[src/source/serial_rx_cfg.svh]
`ifndef SERIAL_RX_CFG_SVH
`define SERIAL_RX_CFG_SVH

// clk cycles per half period of sclk
`define BIT_CLK_DIV 4

// number of bytes the receive fifo holds
// the pointers wrap on their own so this has to be a power of two
`define FIFO_DEPTH 8

// first byte of every frame sent by the host
`define SYNC_BYTE 8'hA5

`endif

[src/source/serial_rx_pkg.sv]
package serial_rx_pkg;

   // payload widths on the link
   typedef logic [7:0] byte_t;      // one byte as it comes off the serial line
   typedef logic [7:0] reg_addr_t;  // register address field of a frame

   // position inside a frame that the parser expects next
   typedef enum logic [1:0] {
      ST_HUNT = 2'd0,  // dropping bytes until the sync byte shows up
      ST_ADDR = 2'd1,  // next byte is the register address
      ST_DATA = 2'd2,  // next byte is the write data
      ST_CSUM = 2'd3   // next byte is the checksum over address and data
   } parse_state_t;

   // check byte that the host appends to every frame
   function automatic byte_t frame_checksum(input reg_addr_t addr, input byte_t data);
      return byte_t'(addr) ^ data;  // plain xor of the two payload bytes
   endfunction

endpackage

[src/source/spi_byte_deserializer.sv]
`timescale 1ns/1ps
`include "serial_rx_cfg.svh"

module spi_byte_deserializer (
   input  logic                 clk,
   input  logic                 rst,
   input  logic                 serial_in,   // host data, msb first
   output logic                 sclk,        // bit clock handed to the host
   output serial_rx_pkg::byte_t byte_data,   // last complete byte
   output logic                 byte_valid   // one cycle strobe per finished byte
);
   import serial_rx_pkg::*;

   localparam int DIV_W = $clog2(`BIT_CLK_DIV);  // width of the half period counter

   logic [DIV_W-1:0] div_cnt;     // clk cycles spent in the current sclk phase
   logic             sclk_q;      // sclk delayed by one clk for edge detection
   logic             sclk_fall;   // high in the cycle right after sclk drops
   logic [2:0]       bit_cnt;     // bits already shifted into the current byte
   logic             byte_done;   // the eighth bit of a byte is sampled in this cycle
   byte_t            shift_q;     // bits of the byte under assembly
   byte_t            shift_next;  // shift register including this cycle's sample

   // sclk generation, the host shifts out on rising and we sample on falling
   always_ff @(posedge clk or posedge rst) begin
      if (rst) begin
         div_cnt <= '0;           // start a fresh half period
         sclk    <= 1'b0;         // sclk idles low out of reset
      end else if (div_cnt == DIV_W'(`BIT_CLK_DIV - 1)) begin
         div_cnt <= '0;           // half period is over
         sclk    <= ~sclk;        // flip the bit clock
      end else begin
         div_cnt <= div_cnt + 1'b1;
      end
   end

   always_ff @(posedge clk or posedge rst) begin
      if (rst) begin
         sclk_q <= 1'b0;          // matches the idle level so no false edge
      end else begin
         sclk_q <= sclk;          // previous sclk level
      end
   end

   assign sclk_fall  = sclk_q & ~sclk;                 // sclk was high and is now low
   assign byte_done  = sclk_fall && (bit_cnt == 3'd7);  // counter is about to wrap
   assign shift_next = {shift_q[6:0], serial_in};       // msb first so new bits enter at the bottom

   // bit position and the byte strobe
   always_ff @(posedge clk or posedge rst) begin
      if (rst) begin
         bit_cnt    <= '0;        // first sample after reset is bit 7 of a byte
         byte_valid <= 1'b0;
      end else begin
         byte_valid <= byte_done; // strobe lines up with the new byte_data
         if (sclk_fall) begin
            bit_cnt <= bit_cnt + 1'b1;  // wraps from 7 back to 0 by itself
         end
      end
   end

   // the finished byte goes out on the same edge that takes its last bit
   // so a burst that stops after a byte still delivers that byte
   always_ff @(posedge clk) begin
      if (sclk_fall) begin
         shift_q <= shift_next;   // take serial_in into the low bit
      end
      if (byte_done) begin
         byte_data <= shift_next; // publish the full eight bits
      end
   end

endmodule

[src/source/byte_fifo.sv]
`timescale 1ns/1ps
`include "serial_rx_cfg.svh"

module byte_fifo (
   input  logic                 clk,
   input  logic                 rst,
   input  logic                 wr_en,     // byte strobe from the deserializer
   input  serial_rx_pkg::byte_t wr_data,   // byte to store
   input  logic                 pop,       // remove the head at the next edge
   output serial_rx_pkg::byte_t rd_data,   // head of the fifo, valid while empty is low
   output logic                 empty,     // no byte stored
   output logic                 overflow   // a byte was dropped since reset
);
   import serial_rx_pkg::*;

   localparam int DEPTH = `FIFO_DEPTH;     // entries in the ring
   localparam int AW    = $clog2(DEPTH);   // pointer width
   localparam logic [AW:0] FULL_COUNT = (AW + 1)'(DEPTH);  // occupancy when every slot is taken

   byte_t         mem [DEPTH];   // byte storage
   logic [AW-1:0] wr_ptr;        // next slot to write
   logic [AW-1:0] rd_ptr;        // slot of the current head
   logic [AW:0]   count;         // bytes currently stored
   logic          full;          // every slot holds a byte
   logic          do_rd;         // a pop that really removes a byte
   logic          do_wr;         // a write that really stores a byte

   assign full    = (count == FULL_COUNT);
   assign empty   = (count == '0);
   assign do_rd   = pop && !empty;               // popping an empty fifo does nothing
   assign do_wr   = wr_en && (!full || do_rd);   // when full a pop in the same cycle frees the slot
   assign rd_data = mem[rd_ptr];                 // show ahead read of the head

   always_ff @(posedge clk or posedge rst) begin
      if (rst) begin
         wr_ptr   <= '0;
         rd_ptr   <= '0;
         count    <= '0;
         overflow <= 1'b0;
      end else begin
         if (do_wr) begin
            wr_ptr <= wr_ptr + 1'b1;   // wraps since the depth is a power of two
         end
         if (do_rd) begin
            rd_ptr <= rd_ptr + 1'b1;
         end
         case ({do_wr, do_rd})
            2'b10:   count <= count + 1'b1;  // write only
            2'b01:   count <= count - 1'b1;  // pop only
            default: count <= count;         // both or neither leave the level alone
         endcase
         if (wr_en && !do_wr) begin
            overflow <= 1'b1;          // the byte is lost and the flag sticks until reset
         end
      end
   end

   always_ff @(posedge clk) begin
      if (do_wr) begin
         mem[wr_ptr] <= wr_data;       // seen at rd_data one cycle later if it is the head
      end
   end

endmodule

[src/source/frame_parser.sv]
`timescale 1ns/1ps
`include "serial_rx_cfg.svh"

module frame_parser (
   input  logic                     clk,
   input  logic                     rst,
   input  serial_rx_pkg::byte_t     rd_data,      // head of the receive fifo
   input  logic                     empty,        // fifo has nothing to offer
   input  logic                     hold,         // downstream is not ready for writes
   output logic                     pop,          // take the head this cycle
   output logic                     wr_valid,     // one cycle register write strobe
   output serial_rx_pkg::reg_addr_t wr_addr,      // address of the write
   output serial_rx_pkg::byte_t     wr_data,      // data of the write
   output logic                     frame_error   // one cycle strobe for a bad checksum
);
   import serial_rx_pkg::*;

   parse_state_t state;          // which frame byte is expected
   parse_state_t state_n;        // state after this cycle
   reg_addr_t    addr_q;         // address byte of the frame in progress
   byte_t        data_q;         // data byte of the frame in progress
   logic         csum_ok;        // head matches the checksum of the stored bytes
   logic         wr_valid_n;     // write strobe for the next cycle
   logic         frame_error_n;  // error strobe for the next cycle

   // one byte per cycle as long as there is one and the sink is not holding us off
   assign pop = !empty && !hold;

   assign csum_ok = (rd_data == frame_checksum(addr_q, data_q));

   always_comb begin
      state_n       = state;
      wr_valid_n    = 1'b0;
      frame_error_n = 1'b0;
      if (pop) begin                 // the state only moves when a byte is consumed
         case (state)
            ST_HUNT: begin
               if (rd_data == `SYNC_BYTE) begin
                  state_n = ST_ADDR;  // anything else before a frame is dropped
               end
            end
            ST_ADDR: begin
               state_n = ST_DATA;     // address is captured below
            end
            ST_DATA: begin
               state_n = ST_CSUM;     // data is captured below
            end
            ST_CSUM: begin
               wr_valid_n    = csum_ok;   // good frame becomes a register write
               frame_error_n = !csum_ok;  // bad frame is reported and thrown away
               state_n       = ST_HUNT;   // look for the next sync either way
            end
            default: begin
               state_n = ST_HUNT;
            end
         endcase
      end
   end

   always_ff @(posedge clk or posedge rst) begin
      if (rst) begin
         state       <= ST_HUNT;
         wr_valid    <= 1'b0;
         frame_error <= 1'b0;
      end else begin
         state       <= state_n;
         wr_valid    <= wr_valid_n;      // pulses one cycle after the checksum pop
         frame_error <= frame_error_n;
      end
   end

   // frame payload, held until the next frame overwrites it
   // a new address can only arrive two pops after the checksum so the strobe sees stable values
   always_ff @(posedge clk) begin
      if (pop && state == ST_ADDR) begin
         addr_q <= rd_data;
      end
      if (pop && state == ST_DATA) begin
         data_q <= rd_data;
      end
   end

   assign wr_addr = addr_q;   // qualified by wr_valid
   assign wr_data = data_q;

endmodule

[src/source/serial_rx_top.sv]
`timescale 1ns/1ps

module serial_rx_top (
   input  logic                     clk,
   input  logic                     rst,
   input  logic                     serial_in,    // data line from the host
   input  logic                     hold,         // back pressure from the register file
   output logic                     sclk,         // bit clock to the host
   output logic                     wr_valid,     // register write strobe
   output serial_rx_pkg::reg_addr_t wr_addr,      // register write address
   output serial_rx_pkg::byte_t     wr_data,      // register write data
   output logic                     frame_error,  // checksum mismatch strobe
   output logic                     overflow      // receive fifo lost a byte
);
   import serial_rx_pkg::*;

   byte_t rx_byte;      // byte assembled by the deserializer
   logic  rx_valid;     // strobe that writes rx_byte into the fifo
   byte_t head_byte;    // oldest byte waiting in the fifo
   logic  fifo_empty;   // nothing for the parser to take
   logic  fifo_pop;     // parser consumes the head

   // serial line to bytes
   spi_byte_deserializer u_deser (
      .clk        (clk),
      .rst        (rst),
      .serial_in  (serial_in),
      .sclk       (sclk),
      .byte_data  (rx_byte),
      .byte_valid (rx_valid)
   );

   // absorbs bursts while the register file holds off
   byte_fifo u_fifo (
      .clk      (clk),
      .rst      (rst),
      .wr_en    (rx_valid),
      .wr_data  (rx_byte),
      .pop      (fifo_pop),
      .rd_data  (head_byte),
      .empty    (fifo_empty),
      .overflow (overflow)
   );

   // bytes to register writes
   frame_parser u_parser (
      .clk         (clk),
      .rst         (rst),
      .rd_data     (head_byte),
      .empty       (fifo_empty),
      .hold        (hold),
      .pop         (fifo_pop),
      .wr_valid    (wr_valid),
      .wr_addr     (wr_addr),
      .wr_data     (wr_data),
      .frame_error (frame_error)
   );

endmodule

[config.mk]
export PLATFORM = sky130hd
export DESIGN_NAME = serial_rx_top
export DESIGN_NICKNAME = d
export VERILOG_FILES = /design/src/source/serial_rx_pkg.sv /design/src/source/spi_byte_deserializer.sv /design/src/source/byte_fifo.sv /design/src/source/frame_parser.sv /design/src/source/serial_rx_top.sv
export VERILOG_INCLUDE_DIRS = /design/src /design/src/source
export SDC_FILE = /design/constraint.sdc
export NUM_CORES = 1
export LEC_CHECK = 0
export BUFFER_PORTS_ARGS = -buffer_cell sky130_fd_sc_hd__buf_2
export CELL_PAD_IN_SITES_DETAIL_PLACEMENT = 1
export CELL_PAD_IN_SITES_GLOBAL_PLACEMENT = 1
export CORE_MARGIN = 10
export CORE_UTILIZATION = 35
export CTS_CLUSTER_SIZE = 24
export DETAILED_ROUTE_END_ITERATION = 12
export GPL_ROUTABILITY_DRIVEN = 0
export MAX_ROUTING_LAYER = met4
export PLACE_DENSITY_LB_ADDON = 0.12
export SYNTH_ARGS = -nofsm -noshare
export SYNTH_HDL_FRONTEND = slang
export SYNTH_SLANG_ARGS = --single-unit
[constraint.sdc]
create_clock -name clk -period 3.1 [get_ports clk]
set_input_delay 0.62 -clock clk [delete_from_list [all_inputs] [get_ports clk]]
set_output_delay 0.62 -clock clk [all_outputs]
set_load 0.02 [all_outputs]
==> parameters.txt, run 1 <==
Parameter                              Value

Run status
  Outcome    finished, final reports clean

Worst setup path
  Max FO, Critical Path    15
  Critical Path Source Type    register
  CP Data Arrival Time    2990 ps
  Crit path kind    register to register
  Critical path endpoint category    register
  Cell Chain, Critical Path    mux4_2, mux2_2, nor4_2, nand3_1, a21boi_2, mux2_1
  Biggest cell delay along the critical path    760 ps
  Critical Path RT    3390 ps
  Critical-path top delay cell    sky130_fd_sc_hd__dfrtp_1

Clock tree
  CTS tree    built
  Clock Sink Count    118
  Clock slew at the register clock pins of the worst setup and hold paths    60 ps
  Total CTS buffers    17
  Clock root buffer    sky130_fd_sc_hd__clkbuf_16
  Worst skew pair latency    410 ps
  Number of buffers inserted by hold repair at cts    0
  Max Buffers Root-to-Sink    2
  Total number of H-tree levels    4

Timing
  Pin slew with the least headroom to its limit    884 ps
  Final min period    2690 ps
  Hold Violations, Final    0
  Fin Hold WS    390 ps
  Setup repair after global routing missed its margin    false
  Final worst clock skew    5.39 ps
  Final Setup Violations    0
  Setup TNS    0 ps
  FMAX    0.371 GHz
  Slew Limit Fails    0
  Max transition margin    41.0%
  Final cycle utilization of the critical path    86.9%

Logic synthesis
  FF+latch count, synth    118
  Sequential area share after synthesis    72.4%
  Synthesized netlist cell count    275
  Most used DFF post-synth    sky130_fd_sc_hd__edfxtp_1
  Synth Warn #    0
  Cell area after synthesis    0.00474 sq mm
  Synthesized net count    292
  Post-synthesis cell type count    35
  Largest cells by area after synthesis    sky130_fd_sc_hd__edfxtp_1 60%, sky130_fd_sc_hd__dfrtp_1 12%, sky130_fd_sc_hd__mux4_2 3.8%, sky130_fd_sc_hd__ha_1 3.2%, sky130_fd_sc_hd__mux2i_1 3.0%
  Number of flops mapped to enable cells by yosys    95
  Area fraction of the dominant cell type after synthesis    60.2%
  Cell type with the largest total area after synthesis    sky130_fd_sc_hd__edfxtp_1
  Mean post-synth cell area    17.2 sq um
  Fraction of synthesis flops using an asynchronous set or reset pin    19.5%

Power
  Max rail drop VDD    0.401 mV
  Pwr per Cell Area    940 mW/mm^2
  Leakage power summed over all cells    0.00216 uW
  Total power of the final layout    5430 uW

Die
  Floorplan die width    136 um
  CORE AREA    0.0132 sq mm
  Count of pins on the block boundary    24
  # rows    42
  Full die area    0.0186 sq mm
  Die height    136 um
  Initial standard-cell utilization of the core    35.8%

Place
  Detailed-placement wirelength estimate    6.44 mm
  Count of input and output buffers    23
  # placed instances    480

GRT
  Pin count of the biggest net entering global routing    24
  Via count of the first global-routing pass    2677
  Total congestion overflow after global routing    0
  Global-route wire length before repair    15.0 mm
  Number of antenna violations at the first check in global routing    0
  Global-route usage over all layers    11.4%

Route
  First DRT Iteration DRCs    101
  Routed wire length    9.37 mm
  Number of vias in the routed layout    2398
  Wire per inst    18.3 um
  Iteration count of the initial detailed-routing pass    4
  Via count normalized by instance count    4.68
  Post-detailed-route count of antenna-violating nets    0
  Number of DRC violations after detailed routing    0

Finish
  Post-layout net count    340
  Combined area of the multi-input logic cells    0.00123 sq mm
  Final Instance Count excl. Fillers    512
  FF/Latch Area    0.00343 sq mm
  ANT cells    0
  Layout cell share with drive strength beyond 1    24.7%
  Number of fillers in the final layout    1344
  Area added between synthesis and finish    21.9%

Flow run
  Max_cap viols    0

Hold path
  Worst Hold Class    input pin to async pin
## Yosys cell counts (5+ instances only)
master	instances
sky130_fd_sc_hd__inv_1	10
sky130_fd_sc_hd__ha_1	12
sky130_fd_sc_hd__and2_1	5
sky130_fd_sc_hd__mux2_2	6
sky130_fd_sc_hd__edfxtp_1	95
sky130_fd_sc_hd__a21oi_1	5
sky130_fd_sc_hd__nor2_1	14
sky130_fd_sc_hd__nand2_1	14
sky130_fd_sc_hd__dfrtp_1	23
sky130_fd_sc_hd__mux2i_1	14
sky130_fd_sc_hd__xor2_1	8
sky130_fd_sc_hd__mux4_2	8
sky130_fd_sc_hd__xnor2_1	16
## per-layer routing
metal	GRT usage, %	share of wire (%)
met4	4.97	1.5
met1	13.5	46
met3	3.69	3.6
met2	17.5	48
met5	-	0
## what timing repair did
action | CTS | global route
resized for setup | 0 | 1
endpoints found under the hold margin | 0 | 0
setup endpoints to repair | 0 | 1
setup buffers | 0 | 0
## sequential cells by signal, summed over array words and instances, names as in the netlist, 2 cells and up
register and count:
u_deser.bit_cnt 3, u_deser.byte_data 8, u_deser.div_cnt 2, u_deser.shift_q 7, u_fifo.count 4, u_fifo.mem 64
u_fifo.rd_ptr 3, u_fifo.wr_ptr 3, u_parser.state 2, u_parser.wr_addr 8, u_parser.wr_data 8
## cells by family after synthesis
kind of cell,share of synthesized area [%]
xor+xnor,4.44
flops,72.4
simple gates,5.41
buf+inv,1.77
compound gates,2.83
mux,9.61
fa+ha+maj,3.59
## where the power goes
group / switching (uW) / internal [uW] / total (uW)
clock: 682 / 1490 / 2180
sequential: 157 / 1880 / 2040
combinational: 670 / 545 / 1220
## final timing paths
check,from,end,slack [ps],depth (start not counted)
max in group asynchronous,rst,u_fifo.rd_ptr[0],2110,2
worst min register to register,u_deser.shift_q[6],u_deser.byte_data[7],420,0
worst max register to register,u_fifo.rd_ptr[2],u_parser.state[1],410,6
worst min-delay path,rst,u_fifo.count[2],390,2
worst max-delay path,u_fifo.rd_ptr[2],u_parser.state[1],410,6
min in group clk,serial_in,u_deser.byte_data[0],410,1
## metrics by stage
step	instance area (sq um)	util, %	worst slack [ps]
floorplan	4740	-	833
global placement	5120	38.6	206
detailed placement	5120	38.6	204
CTS	5780	43.6	192
global route	5780	43.6	174
finish	5780	43.6	407
## worst max-delay path, delay by kind of cell, from the launching register on
kind	cells	cell delay, ps
simple gates	2	510
mux	3	1080
flops	1	760
compound gates	1	220
## layout make-up
class	count	share of cell area, %
clock inverter	15	4.05
clock buffer	17	7.36
timing repair buffer	35	3.55
multi-input combinational	141	21.2
sequential	118	59.4
tap	176	3.81
inverter	10	0.650
## placed cells by master (no fill, tap or decap), drive strengths merged, types with 5 or more instances in the layout
cell type / synthesis / final
clkbuf: 2 / 17
buf: 4 / 35
clkinv: 0 / 6
xnor2: 16 / 16
ha: 12 / 12
dfrtp: 23 / 23
edfxtp: 95 / 95
and2: 5 / 5
nand2: 14 / 14
a21oi: 5 / 5
mux2i: 15 / 15
bufinv: 0 / 6
nor2: 14 / 14
mux4: 8 / 8
mux2: 10 / 10
inv: 10 / 10
xor2: 8 / 8
Power figures use the tool's default switching activity.
==> run 2: changes to the inputs <==
PLACE_DENSITY = 0.59   (was not set)
PLACE_DENSITY_LB_ADDON = not set   (was 0.12)
==> parameters.txt, run 2 (synthesis results as in run 1) <==
Parameter                              Value

GRT
  Via count of the first global-routing pass    2637 (-1.5%)
  Total congestion overflow after global routing    0 (unchanged)
  Global-route usage over all layers    11.1% (-0.31 points)
  Pin count of the biggest net entering global routing    24 (unchanged)
  Global-route wire length before repair    14.9 mm (-0.87%)
  Number of antenna violations at the first check in global routing    0 (unchanged)

Route
  Via count normalized by instance count    4.74 (+1.3%)
  Wire per inst    17.9 um (-2.1%)
  Post-detailed-route count of antenna-violating nets    0 (unchanged)
  Number of DRC violations after detailed routing    0 (unchanged)
  Routed wire length    9.20 mm (-1.7%)
  First DRT Iteration DRCs    128 (+27%)
  Iteration count of the initial detailed-routing pass    5 (+1)
  Number of vias in the routed layout    2438 (+1.7%)

Flow run
  Max_cap viols    0 (unchanged)

Finish
  ANT cells    0 (unchanged)
  Register containing the most flip-flops in the final layout    u_fifo.mem
  Post-layout net count    342 (+0.59%)
  Most used cells in the layout excluding fill and tap cells    95 x sky130_fd_sc_hd__edfxtp_1, 23 x sky130_fd_sc_hd__buf_2, 23 x sky130_fd_sc_hd__dfrtp_1, 17 x sky130_fd_sc_hd__clkbuf_16, 16 x sky130_fd_sc_hd__xnor2_1
  Most common cell after layout, fill and taps aside    sky130_fd_sc_hd__edfxtp_1
  Number of flip-flops under the largest register name    64 (unchanged)
  Combined area of the multi-input logic cells    0.00123 sq mm (unchanged)
  Area added between synthesis and finish    20.8%
  Layout cell share with drive strength beyond 1    23.1% (-1.6 points)
  Number of fillers in the final layout    1318 (-1.9%)
  FF/Latch Area    0.00343 sq mm (about the same)
  Final design area excluding fillers    0.00573 sq mm (-0.91%)

Worst setup path
  Number of buffer and inverter instances along the worst setup path    1 (+1)
  Critical Path RT    3440 ps (+50 ps)
  Top cell family by delay on the critical path    multiplexers
  CP Data Arrival Time    2930 ps (-60 ps)
  Crit path kind    register to register
  Reg2reg path depth    6 (unchanged)
  Worst R2R Setup Slack    520 ps (+110 ps)
  Reg-to-reg critical path endpoint    u_parser.wr_valid
  Total number of cells along the worst setup path    6 (unchanged)
  Origin of the critical flop-to-flop path    u_fifo.rd_ptr[0]
  Critical-path top delay cell    sky130_fd_sc_hd__dfrtp_1
  Cell Chain, Critical Path    buf_4, mux4_2, mux2i_4, xnor2_1, nor4_1, and4_1
  Critical path endpoint category    register
  Biggest cell delay along the critical path    600 ps (-160 ps)
  Critical Path Source Type    register
  Max FO, Critical Path    11 (-4)

Timing
  Pin slew with the least headroom to its limit    945 ps (+60.8 ps)
  Slew Limit Fails    0 (unchanged)
  Max transition margin    36.9% (-4.1 points)
  Post-route setup slack    515 ps (+108 ps)
  FMAX    0.387 GHz (+4.2%)
  Setup TNS    0 ps (unchanged)
  Final Setup Violations    0 (unchanged)
  Hold Violations, Final    0 (unchanged)
  Final worst clock skew    5.48 ps (+0.0924 ps)
  Setup repair after global routing missed its margin    false
  Final min period    2580 ps (-108 ps)
  Final cycle utilization of the critical path    83.4% (-3.5 points)

Clock tree
  Clock slew at the register clock pins of the worst setup and hold paths    50 ps (about the same)
  Total number of H-tree levels    4 (unchanged)
  Number of setup buffers added after CTS    0 (unchanged)
  Total CTS buffers    17 (unchanged)
  CTS tree    built
  Number of buffers inserted by hold repair at cts    0 (unchanged)
  Worst skew pair latency    410 ps (about the same)
  Clock root buffer    sky130_fd_sc_hd__clkbuf_16
  Max Buffers Root-to-Sink    2 (unchanged)
  Number of instances resized during post-cts repair    0 (unchanged)
  Clock Sink Count    118 (unchanged)

Die
  Initial standard-cell utilization of the core    35.8% (unchanged)
  CORE AREA    0.0132 sq mm (unchanged)
  Floorplan die width    136 um (unchanged)
  Die height    136 um (unchanged)
  # rows    42 (unchanged)
  Count of pins on the block boundary    24 (unchanged)
  Full die area    0.0186 sq mm (unchanged)

Run status
  Outcome    finished, final reports clean

Power
  Max rail drop VDD    0.471 mV (+17%)
  Total power of the final layout    5260 uW (-3.2%)
  Pwr per Cell Area    918 mW/mm^2 (-2.3%)
  Leakage power summed over all cells    0.00214 uW (-0.78%)

Hold path
  Worst Hold Class    input pin to async pin

Place
  Count of input and output buffers    23 (unchanged)
  Placed Instance Area    0.00513 sq mm (+0.29%)
  Detailed-placement wirelength estimate    6.37 mm (-1.1%)
  Setup Slack @ Placement    449 ps (+246 ps)
## run 2: worst max path at each step
stage	start	end	slack (ps)
after global routing	u_fifo.rd_ptr[0]	u_parser.wr_valid	300
after global placement	u_fifo.rd_ptr[0]	u_parser.wr_valid	430
after CTS	u_fifo.rd_ptr[0]	u_parser.wr_valid	440
final	u_fifo.rd_ptr[0]	u_parser.wr_valid	520
after detailed placement	u_fifo.rd_ptr[0]	u_parser.wr_valid	450
after floorplan	u_fifo.rd_ptr[0]	u_parser.state[1]	830
## run 2: final cells by class
cell class	count	area share (%)
multi-input cells	141	21.4
well taps	176	3.85
repair buffers	37	3.85
clock buffers	18	7.50
inverters	10	0.656
flip-flops and latches	118	59.9
clock inverters	14	2.86
## run 2: power by group
| part | switching [uW] | internal [uW] | leakage, uW |
|---|---|---|---|
| Clock | 661 | 1320 | 0.000286 |
| Sequential | 137 | 1880 | 0.00114 |
| Combinational | 692 | 564 | 0.000717 |
| Total | 1490 | 3770 | 0.00214 |
## run 2: layer usage
metal	GRT usage (%)	up-vias	routed length, um
met5	-	-	0
met4	5.92	0	227
met3	3.58	19	451
met2	16.7	48	4330
met1	13.0	1241	4200
li1	-	1130	-
## run 2: metrics by stage
stage	hold WS (ps)	cells	util, %
3_3_place_gp	407	482	38.8
6_report	416	514	43.2
3_5_place_dp	406	482	38.8
4_1_cts	388	514	43.2
5_1_grt	400	514	43.2
2_1_floorplan	400	275	-
==> run 3: changes to the inputs <==
clock period = 2.6 ns   (was 3.1 ns; I/O delays follow)
==> parameters.txt, run 3 (synthesis results as in run 1) <==
Parameter                              Value

Worst setup path
  Worst R2R Setup Slack    190 ps (-330 ps)
  Critical path endpoint category    register
  Max FO, Critical Path    11 (unchanged)
  Crit path kind    register to register
  Reg2reg path depth    8 (+2)
  Reg-to-reg critical path endpoint    u_parser.state[1]
  Origin of the critical flop-to-flop path    u_fifo.rd_ptr[0]
  CP Data Arrival Time    2700 ps (-230 ps)
  Critical Path Source Type    register
  Critical Path RT    2890 ps (-550 ps)

Clock tree
  Clock root buffer    sky130_fd_sc_hd__clkbuf_16
  Clock slew at the register clock pins of the worst setup and hold paths    50 ps (about the same)
  CTS tree    built
  Number of setup buffers added after CTS    0 (unchanged)
  Clock Sink Count    118 (unchanged)
  Max Buffers Root-to-Sink    2 (unchanged)
  Number of instances resized during post-cts repair    0 (unchanged)
  Total CTS buffers    17 (unchanged)
  Worst skew pair latency    410 ps (about the same)
  Total number of H-tree levels    4 (unchanged)
  Number of buffers inserted by hold repair at cts    0 (unchanged)

GRT
  Via count of the first global-routing pass    2670 (+1.3%)
  Pin count of the biggest net entering global routing    24 (unchanged)
  Number of antenna violations at the first check in global routing    0 (unchanged)
  Global-route usage over all layers    11.2% (+0.094 points)
  Global-route wire length before repair    14.8 mm (-0.70%)
  Total congestion overflow after global routing    0 (unchanged)

Timing
  Final min period    2410 ps (-174 ps)
  Final cycle utilization of the critical path    92.7% (+9.3 points)
  Hold Violations, Final    0 (unchanged)
  Post-route setup slack    189 ps (-326 ps)
  Setup TNS    0 ps (unchanged)
  Final Setup Violations    0 (unchanged)
  Slew Limit Fails    0 (unchanged)
  Fin Hold WS    152 ps (-264 ps)
  Max transition margin    70.5% (+34 points)
  FMAX    0.415 GHz (+7.2%)
  Pin slew with the least headroom to its limit    443 ps (-503 ps)
  Setup repair after global routing missed its margin    false
  Final worst clock skew    7.96 ps (+2.48 ps)

Hold path
  Worst Hold Class    input pin to async pin

Finish
  Most used cells in the layout excluding fill and tap cells    95 x sky130_fd_sc_hd__edfxtp_1, 23 x sky130_fd_sc_hd__buf_2, 22 x sky130_fd_sc_hd__dfrtp_1, 20 x sky130_fd_sc_hd__buf_4, 17 x sky130_fd_sc_hd__clkbuf_16
  Area added between synthesis and finish    20.0%
  Layout cell share with drive strength beyond 1    25.3% (+2.2 points)
  Post-layout net count    348 (+1.8%)
  Register containing the most flip-flops in the final layout    u_fifo.mem
  Most common cell after layout, fill and taps aside    sky130_fd_sc_hd__edfxtp_1
  ANT cells    0 (unchanged)
  Core utilization of the finished layout    42.9% (-0.29 points)
  Number of flip-flops under the largest register name    64 (unchanged)

Power
  Total power of the final layout    5980 uW (+14%)
  Leakage power summed over all cells    0.00214 uW (-0.34%)
  Pwr per Cell Area    1050 mW/mm^2 (+14%)
  Max rail drop VDD    0.455 mV (-3.5%)

Route
  Routed wire length    9.33 mm (+1.4%)
  Post-detailed-route count of antenna-violating nets    0 (unchanged)
  Via count normalized by instance count    4.75 (+0.14%)
  Iteration count of the initial detailed-routing pass    4 (-1)
  Wire per inst    17.9 um (+0.22%)
  Number of DRC violations after detailed routing    0 (unchanged)
  Number of vias in the routed layout    2470 (+1.3%)
  First DRT Iteration DRCs    150 (+17%)

Place
  Count of input and output buffers    23 (unchanged)
  Detailed-placement wirelength estimate    6.50 mm (+2.1%)
  Setup Slack @ Placement    27.0 ps (-422 ps)

Die
  Count of pins on the block boundary    24 (unchanged)
  Initial standard-cell utilization of the core    35.8% (unchanged)
  Full die area    0.0186 sq mm (unchanged)
  # rows    42 (unchanged)
  CORE AREA    0.0132 sq mm (unchanged)
  Floorplan die width    136 um (unchanged)
  Die height    136 um (unchanged)

Run status
  Outcome    finished, final reports clean

Flow run
  Max_cap viols    0 (unchanged)
run 3: where the power goes:
part	total [uW]	internal, uW	switching [uW]
Combinational	1590	737	853
Clock	1960	1220	746
Sequential	2420	2250	175
run 3: critical path, stage by stage, from the launching register on:
cell,delay (ps)
sky130_fd_sc_hd__dfrtp_2,450
sky130_fd_sc_hd__buf_4,260
sky130_fd_sc_hd__buf_4,210
sky130_fd_sc_hd__mux2i_1,220
sky130_fd_sc_hd__a22oi_1,130
sky130_fd_sc_hd__a211oi_1,310
sky130_fd_sc_hd__nand3_1,170
sky130_fd_sc_hd__a21boi_2,200
sky130_fd_sc_hd__mux2_1,330
run 3: worst max-delay path by stage:
stage | from | slack (ps) | end
after floorplan | u_fifo.rd_ptr[0] | 330 | u_parser.state[1]
after global placement | u_fifo.rd_ptr[0] | 30 | u_parser.state[1]
after detailed placement | u_fifo.rd_ptr[0] | 30 | u_parser.state[1]
after CTS | u_fifo.rd_ptr[0] | 4 | u_parser.state[1]
after global routing | u_fifo.rd_ptr[0] | 2 | u_parser.state[1]
final | u_fifo.rd_ptr[0] | 190 | u_parser.state[1]
run 3: final cells by class:
type | count | area [sq um]
clock inverters | 8 | 36.3
flip-flops and latches | 118 | 3430
multi-input cells | 141 | 1240
repair buffers | 43 | 265
fillers | 1355 | 7560
clock buffers | 24 | 462
well taps | 176 | 220
inverters | 10 | 37.5
run 3: layer usage:
| layer | GRT usage [%] | share of wire (%) | vias up | wire length, um |
|---|---|---|---|---|
| li1 | - | - | 1139 | - |
| met1 | 12.6 | 45 | 1265 | 4180 |
| met2 | 17.6 | 49 | 55 | 4550 |
| met3 | 4.28 | 5.1 | 11 | 479 |
| met4 | 4.44 | 1.3 | 0 | 122 |
| met5 | - | 0 | - | 0 |
run 3: through the flow:
step,cells,area [sq um]
floorplan,275,4740
global placement,488,5180
detailed placement,488,5180
CTS,520,5680
global route,520,5690
finish,520,5690
